**config.mk**
```make
export PLATFORM = sky130hd
export DESIGN_NAME = uart_rx_top
export DESIGN_NICKNAME = d
export VERILOG_FILES = /design/src/common/uart_rx_pkg.sv /design/src/uart_receiver/uart_receiver.sv /design/src/source/rx_fifo.sv /design/src/source/rx_wb_port.sv /design/src/source/uart_rx_top.sv
export SDC_FILE = /design/constraint.sdc
export NUM_CORES = 1
export LEC_CHECK = 0
export BUFFER_PORTS_ARGS = -buffer_cell sky130_fd_sc_hd__buf_2
export CORE_MARGIN = 2
export CORE_UTILIZATION = 59
export CTS_BUF_LIST = sky130_fd_sc_hd__clkbuf_8
export DETAILED_ROUTE_END_ITERATION = 8
export MAX_ROUTING_LAYER = met4
export PLACE_DENSITY = 0.79
export SLEW_MARGIN = 20
export SYNTH_ARGS = -nofsm -noshare
export SYNTH_HDL_FRONTEND = slang
export SYNTH_HIERARCHICAL = 1
export SYNTH_SLANG_ARGS = --single-unit
```
**constraint.sdc**
```tcl
create_clock -name clock -period 3.2 [get_ports clock]
set_clock_uncertainty 0.15 [all_clocks]
set_input_delay 0.16 -clock clock [delete_from_list [all_inputs] [get_ports clock]]
set_output_delay 0.16 -clock clock [all_outputs]
set_load 0.01 [all_outputs]
```
**src/common/uart_rx_pkg.sv**
```systemverilog
`default_nettype none

package uart_rx_pkg;

    // ************************************************************************
    // Serial timing

    localparam int clock_frequency        = 25_000_000;
    localparam int baud_rate              = 115_200;
    localparam int clock_cycles_in_symbol = clock_frequency / baud_rate;
    localparam int first_sample_count     = clock_cycles_in_symbol * 3 / 2;  // Middle of bit 0
    localparam int symbol_counter_width   = $clog2(first_sample_count + 1);

    // ************************************************************************
    // Frame buffer and register map

    localparam int fifo_depth         = 8;
    localparam int fifo_count_width   = $clog2(fifo_depth + 1);
    localparam int fifo_address_width = $clog2(fifo_depth);

    localparam logic [1:0] reg_data_address   = 2'd0;
    localparam logic [1:0] reg_status_address = 2'd1;

    typedef struct packed
    {
        logic       stop_error;  // Stop bit sampled low
        logic [7:0] data;
    } rx_frame_t;

    typedef struct packed
    {
        logic        cyc;
        logic        stb;
        logic        we;
        logic [ 1:0] adr;  // Word address
        logic [31:0] dat;
    } wb_request_t;

    typedef struct packed
    {
        logic        ack;
        logic [31:0] dat;
    } wb_response_t;

endpackage

`default_nettype wire

```
**src/uart_receiver/uart_receiver.sv**
```systemverilog
`timescale 1ns/1ns
`default_nettype none

module uart_receiver
    import uart_rx_pkg::*;
(
    input  logic      clock,
    input  logic      reset_n,
    input  logic      rx,
    output rx_frame_t frame,
    output logic      frame_valid
);

    typedef enum logic [1:0]
    {
        state_idle,
        state_data,
        state_stop
    } state_t;

    state_t state;
    state_t next_state;

    // ************************************************************************
    // Input synchronizer and start edge

    logic rx_sync_1;
    logic rx_sync;
    logic rx_previous;

    always_ff @(posedge clock or negedge reset_n)
    begin
        if (!reset_n)
        begin
            rx_sync_1   <= 1'b1;
            rx_sync     <= 1'b1;
            rx_previous <= 1'b1;
        end
        else
        begin
            rx_sync_1   <= rx;
            rx_sync     <= rx_sync_1;
            rx_previous <= rx_sync;
        end
    end

    wire start_edge = rx_previous && !rx_sync;

    // ************************************************************************
    // Symbol counter

    logic [symbol_counter_width-1:0] counter;
    logic [symbol_counter_width-1:0] load_value;
    logic                            load_counter;

    always_ff @(posedge clock or negedge reset_n)
    begin
        if (!reset_n)
            counter <= '0;
        else if (load_counter)
            counter <= load_value;
        else if (counter != '0)
            counter <= counter - 1'b1;
    end

    wire counter_done = counter == symbol_counter_width'(1);

    // ************************************************************************
    // Control

    logic       start_frame;
    logic       sample_data;
    logic       sample_stop;
    logic [7:0] bit_marker;  // One-hot, walks right per data bit

    always_comb
    begin
        next_state   = state;
        start_frame  = 1'b0;
        sample_data  = 1'b0;
        sample_stop  = 1'b0;
        load_counter = 1'b0;
        load_value   = '0;

        case (state)
            state_idle:
                if (start_edge)
                begin
                    start_frame  = 1'b1;
                    load_counter = 1'b1;
                    load_value   = symbol_counter_width'(first_sample_count);
                    next_state   = state_data;
                end
            state_data:
                if (counter_done)
                begin
                    sample_data  = 1'b1;
                    load_counter = 1'b1;
                    load_value   = symbol_counter_width'(clock_cycles_in_symbol);
                    if (bit_marker[0])
                        next_state = state_stop;  // Eighth bit taken
                end
            state_stop:
                if (counter_done)
                begin
                    sample_stop = 1'b1;
                    next_state  = state_idle;
                end
            default:
                next_state = state_idle;
        endcase
    end

    always_ff @(posedge clock or negedge reset_n)
    begin
        if (!reset_n)
        begin
            state       <= state_idle;
            bit_marker  <= '0;
            frame_valid <= 1'b0;
        end
        else
        begin
            state       <= next_state;
            frame_valid <= sample_stop;

            if (start_frame)
                bit_marker <= 8'b1000_0000;
            else if (sample_data)
                bit_marker <= bit_marker >> 1;
        end
    end

    // LSB first, so new bits enter at the top
    always_ff @(posedge clock)
    begin
        if (sample_data)
            frame.data <= { rx_sync, frame.data[7:1] };

        if (sample_stop)
            frame.stop_error <= !rx_sync;
    end

endmodule

`default_nettype wire

```
**src/source/rx_fifo.sv**
```systemverilog
`timescale 1ns/1ns
`default_nettype none

module rx_fifo
    import uart_rx_pkg::*;
(
    input  logic                        clock,
    input  logic                        reset_n,
    input  logic                        push,
    input  rx_frame_t                   push_frame,
    input  logic                        pop,
    output rx_frame_t                   front,
    output logic                        empty,
    output logic [fifo_count_width-1:0] count,
    output logic                        overflow
);

    rx_frame_t buffer [fifo_depth];

    logic [fifo_address_width-1:0] write_pointer;
    logic [fifo_address_width-1:0] read_pointer;
    logic                          full;
    logic                          do_push;
    logic                          do_pop;

    assign empty    = count == '0;
    assign full     = count == fifo_count_width'(fifo_depth);
    assign do_push  = push && !full;
    assign do_pop   = pop && !empty;
    assign overflow = push && full;  // Frame is lost
    assign front    = buffer[read_pointer];

    always_ff @(posedge clock)
    begin
        if (do_push)
            buffer[write_pointer] <= push_frame;
    end

    // ************************************************************************
    // Pointers and occupancy

    always_ff @(posedge clock or negedge reset_n)
    begin
        if (!reset_n)
        begin
            write_pointer <= '0;
            read_pointer  <= '0;
            count         <= '0;
        end
        else
        begin
            if (do_push)
                write_pointer <= write_pointer + 1'b1;  // Wraps at depth

            if (do_pop)
                read_pointer <= read_pointer + 1'b1;

            case ({ do_push, do_pop })
                2'b10:   count <= count + 1'b1;
                2'b01:   count <= count - 1'b1;
                default: count <= count;
            endcase
        end
    end

endmodule

`default_nettype wire

```
**src/source/rx_wb_port.sv**
```systemverilog
`timescale 1ns/1ns
`default_nettype none

module rx_wb_port
    import uart_rx_pkg::*;
(
    input  logic                        clock,
    input  logic                        reset_n,
    input  wb_request_t                 wb_request,
    output wb_response_t                wb_response,
    input  rx_frame_t                   front,
    input  logic                        empty,
    input  logic [fifo_count_width-1:0] count,
    input  logic                        overflow,
    output logic                        pop
);

    logic        ack;
    logic        overrun;
    logic        data_access;
    logic        status_access;
    logic        clear_overrun;
    logic [31:0] read_word;

    wire access = wb_request.cyc && wb_request.stb;

    always_ff @(posedge clock or negedge reset_n)
    begin
        if (!reset_n)
            ack <= 1'b0;
        else
            ack <= access && !ack;  // Single cycle
    end

    assign data_access   = ack && wb_request.adr == reg_data_address;
    assign status_access = ack && wb_request.adr == reg_status_address;

    assign pop           = data_access && !wb_request.we && !empty;
    assign clear_overrun = status_access && wb_request.we && wb_request.dat[8];

    // ************************************************************************
    // Sticky overrun

    always_ff @(posedge clock or negedge reset_n)
    begin
        if (!reset_n)
            overrun <= 1'b0;
        else if (overflow)
            overrun <= 1'b1;
        else if (clear_overrun)
            overrun <= 1'b0;
    end

    // ************************************************************************
    // Read data

    always_comb
    begin
        read_word = '0;

        if (data_access && !wb_request.we && !empty)
        begin
            read_word[7:0] = front.data;
            read_word[8]   = front.stop_error;
            read_word[9]   = 1'b1;  // Valid
        end
        else if (status_access && !wb_request.we)
        begin
            read_word[fifo_count_width-1:0] = count;
            read_word[8]                    = overrun;
        end
    end

    assign wb_response.ack = ack;
    assign wb_response.dat = read_word;

endmodule

`default_nettype wire

```
**src/source/uart_rx_top.sv**
```systemverilog
`timescale 1ns/1ns
`default_nettype none

module uart_rx_top
    import uart_rx_pkg::*;
(
    input  logic         clock,
    input  logic         reset_n,
    input  logic         rx,
    input  wb_request_t  wb_request,
    output wb_response_t wb_response
);

    rx_frame_t                   frame;
    rx_frame_t                   front;
    logic                        frame_valid;
    logic                        empty;
    logic                        pop;
    logic                        overflow;
    logic [fifo_count_width-1:0] count;

    uart_receiver receiver
    (
        .clock       ( clock       ),
        .reset_n     ( reset_n     ),
        .rx          ( rx          ),
        .frame       ( frame       ),
        .frame_valid ( frame_valid )
    );

    rx_fifo fifo
    (
        .clock      ( clock       ),
        .reset_n    ( reset_n     ),
        .push       ( frame_valid ),
        .push_frame ( frame       ),
        .pop        ( pop         ),
        .front      ( front       ),
        .empty      ( empty       ),
        .count      ( count       ),
        .overflow   ( overflow    )
    );

    rx_wb_port wb_port
    (
        .clock       ( clock       ),
        .reset_n     ( reset_n     ),
        .wb_request  ( wb_request  ),
        .wb_response ( wb_response ),
        .front       ( front       ),
        .empty       ( empty       ),
        .count       ( count       ),
        .overflow    ( overflow    ),
        .pop         ( pop         )
    );

endmodule

`default_nettype wire

```
==> metrics.md <==
| Metric | Value |
|---|---|
| Post-CTS Setup Repair Bufs | 0 |
| Drt drc | 0 |
| Status | finished, final reports clean |
| Design area | 5800 µm² |
| Cell mode on critical path | ha_1 |
| Syn Inst Count | 330 |
| Slowest cell on the critical path | or4b_2 |
| Dpl cell area | 5360 µm² |
| Placer Congestion | 0.825 |
| Fmax | 338 MHz |
| Synthesized area | 5160 µm² |
| Period utilization | 92.4% |
| Htree depth | 4 |
| Seq/Total Area, Yosys | 64.1% |
| CP endpoint kind | flop |
| CTS buffer count | 17 |
| YS warnings | 6 |
| Post-Place Cells | 464 |
| WL final | 8880 µm |
| Crit path largest cell delay | 0.64 ns |
| Post-CTS resize count | 0 |
| Max VDD drop | 0.000339 V |
| Hold Crit Class | primary input to asynchronous set/reset pin |
| Req. time, crit path | 3.34 ns |
| WL per Instance | 17.7 µm |
| WS Path Type | flop to flop |
| Diode count | 0 |
| Avg Cell Area, Syn | 15.7 µm² |
| GRT Util Overall | 21.2% |
| First-pass GRT wire length | 14700 µm |
| Largest net degree at the start of global routing | 36 |
| CP max FO | 5 |
| Vias per cell | 5.60 |
| IO Pins | 73 |
| Worst setup margin | 0.244 ns |
| Critical Path Start Type | flop |
| # clock sinks | 116 |
| Transition time of the tightest slew-check pin | 0.834 ns |
| Die X-Extent | 97.6 µm |
| Die Y | 97.6 µm |
| Number of flops mapped to enable cells by yosys | 81 |
| Leakage power | 2.31 nW |
| Nets | 430 |
| Post-Layout Cell Count | 502 |
| Final Hold Fails | 0 |
| Root Buffer | clkbuf_8 |
| Vias in the first global route | 2915 |
| Ys flop type | edfxtp_1 |
| Max clock buf depth | 2 |
| Remaining antenna violation count after routing | 0 |
| Core Box Area | 8590 µm² |
| Place WS | 0.246 ns |
| Finish-stage setup viols | 0 |
| Pwr dens | 688 nW/µm² |
| Critical Path, Cell by Cell | nor4_1 -> nor2_1 -> and2_1 -> o41ai_1 -> buf_4 -> inv_2 -> ha_1 -> ha_1 -> or4b_2 -> o311ai_0 -> o211ai_1 |
| Slew margin rel. | 44.4% |
| Power, Total | 0.00399 W |
| Synthesized flop and latch total | 116 |
| Unrepaired setup endpoints after global routing | no |
| Maximum Capacitance Violations | 0 |
| TNS Setup | 0 ns |
| Register area | 3310 µm² |
| Final min period | 2.96 ns |
| Clk Latency, worst-skew pair | 0.42 ns |
| Iteration-0 DRC Markers | 142 |
| Final Max Tran Viols | 0 |
| Initial Util | 60.1% |
| DIE AREA | 9520 µm² |
| First-pass DRT Iterations | 6 |
| Post-synth ARST share | 30.2% |
| Share of cells above drive strength 1 | 24.1% |
| Via Count | 2809 |
| HPWL after DPL | 5720 µm |
| FP Rows | 34 |
| Multi-input logic area | 1640 µm² |
| R2R setup slack | 0.24 ns |
| Filler cell count | 561 |
| CTS clk-pin slew, worst paths | 0.06 ns |
| Initial antenna violation count | 0 |
| Total congestion overflow | 0 |
| Area Overhead vs Synth | 12.3% |
| Arrival @ worst endpoint | 3.09 ns |
| IO buf count | 19 |
| CTS tree | done |
| Cell variety after synth | 57 |
routing by layer:
layer | share of wire [%] | GRT usage (%) | vias up
li1 | - | - | 1315
met1 | 41 | 24.7 | 1384
met2 | 52 | 35.3 | 100
met3 | 5.5 | 5.83 | 10
met4 | 1.4 | 8.12 | 0
met5 | 0 | - | -
cells in the mapped netlist, types with 3 or more instances:
library cell / instances / share of area, %
mux4_2: 9 / 3.9
buf_4: 25 / 3.6
nor2_1: 12 / 0.87
nor3b_1: 4 / 0.58
mux4_1: 9 / 4.6
dfstp_2: 3 / 1.5
a32o_1: 5 / 0.97
xnor2_1: 8 / 1.4
mux2_4: 9 / 2.6
nand3_1: 16 / 1.6
o21ai_0: 6 / 0.58
and3_1: 5 / 0.61
nand2_1: 29 / 2.1
nand2b_1: 4 / 0.48
xor2_1: 4 / 0.68
ha_1: 8 / 1.9
a21oi_1: 3 / 0.29
nor3_1: 5 / 0.48
buf_2: 3 / 0.29
inv_1: 10 / 0.73
edfxtp_1: 81 / 47
dfrtp_1: 32 / 16
where the power goes:
part           internal (W)  switching (W)
registers           0.00170       0.000158
clock network      0.000731       0.000515
logic              0.000474       0.000410
total               0.00290        0.00108
registers in the layout, summed over array words and instances, names as in the netlist:
register / flops
receiver/frame: 9
receiver/counter: 9
receiver/rx_sync: 1
receiver/frame_valid: 1
receiver/state: 2
receiver/rx_sync_1: 1
receiver/bit_marker: 8
fifo/count: 4
fifo/write_pointer: 3
receiver/rx_previous: 1
fifo/read_pointer: 3
wb_port/ack: 1
wb_port/overrun: 1
fifo/buffer: 72
stage by stage:
| step | hold WS, ns | utilization, % |
|---|---|---|
| after global placement | 0.118 | 62.4 |
| final | 0.199 | 67.5 |
| after CTS | 0.175 | 67.5 |
| after global routing | 0.214 | 67.5 |
| after detailed placement | 0.116 | 62.4 |
| after floorplan | -0.286 | - |
worst max-delay path: cells and delay by family, from the launching register on:
family,cells,cell delay [ns]
fa+ha+maj,2,0.55
simple gates,4,1.20
buf+inv,2,0.23
compound gates,3,0.31
flops,1,0.38
cells by family after synthesis:
kind of cell,count (synthesis),share of synthesized area [%]
simple gates,95,10.6
other cells,1,0.0726
mux,30,11.7
fa+ha+maj,9,2.33
compound gates,23,3.39
flops,116,64.1
xor+xnor,12,2.03
buf+inv,44,5.69
final cells by class:
class | instances | area share, %
Clock buffer | 20 | 4.75
Timing Repair Buffer | 43 | 5.01
Sequential cell | 116 | 57.1
Clock inverter | 12 | 1.77
Tap cell | 108 | 2.33
Multi-Input combinational cell | 191 | 28.2
Inverter | 12 | 0.777
repair_timing:
item	CTS	global route
hold buffers	6	0
setup endpoints to repair	0	0
endpoints found under the hold margin	35	0
cells in the final DEF (no fill, tap or decap), types with 6 or more instances in the layout:
cell type      count
mux4_2             9
xnor2_1            8
buf_2             19
ha_1               8
o21ai_0            6
inv_1             17
nand2_1           29
buf_4             18
dfrtp_1           32
dlygate4sd3_1      6
nand3_1           16
nor2_1            12
conb_1            22
clkbuf_8          20
mux4_1             9
mux2_4             9
edfxtp_1          81
final timing paths:
path / startpoint / to / depth (start not counted)
worst min register to register: receiver/rx_sync_1$_DFF_PN1_ / receiver/rx_sync$_DFF_PN1_ / 0
worst max-delay path: fifo/count[2]$_DFFE_PN0P_ / fifo/count[3]$_DFFE_PN0P_ / 11
worst max register to register: fifo/count[2]$_DFFE_PN0P_ / fifo/count[3]$_DFFE_PN0P_ / 11
min in group clock: receiver/rx_sync_1$_DFF_PN1_ / receiver/rx_sync$_DFF_PN1_ / 0
worst min-delay path: reset_n / fifo/count[2]$_DFFE_PN0P_ / 2
max in group asynchronous: reset_n / fifo/write_pointer[2]$_DFFE_PN0P_ / 2
(Power assumes the default switching activity.)
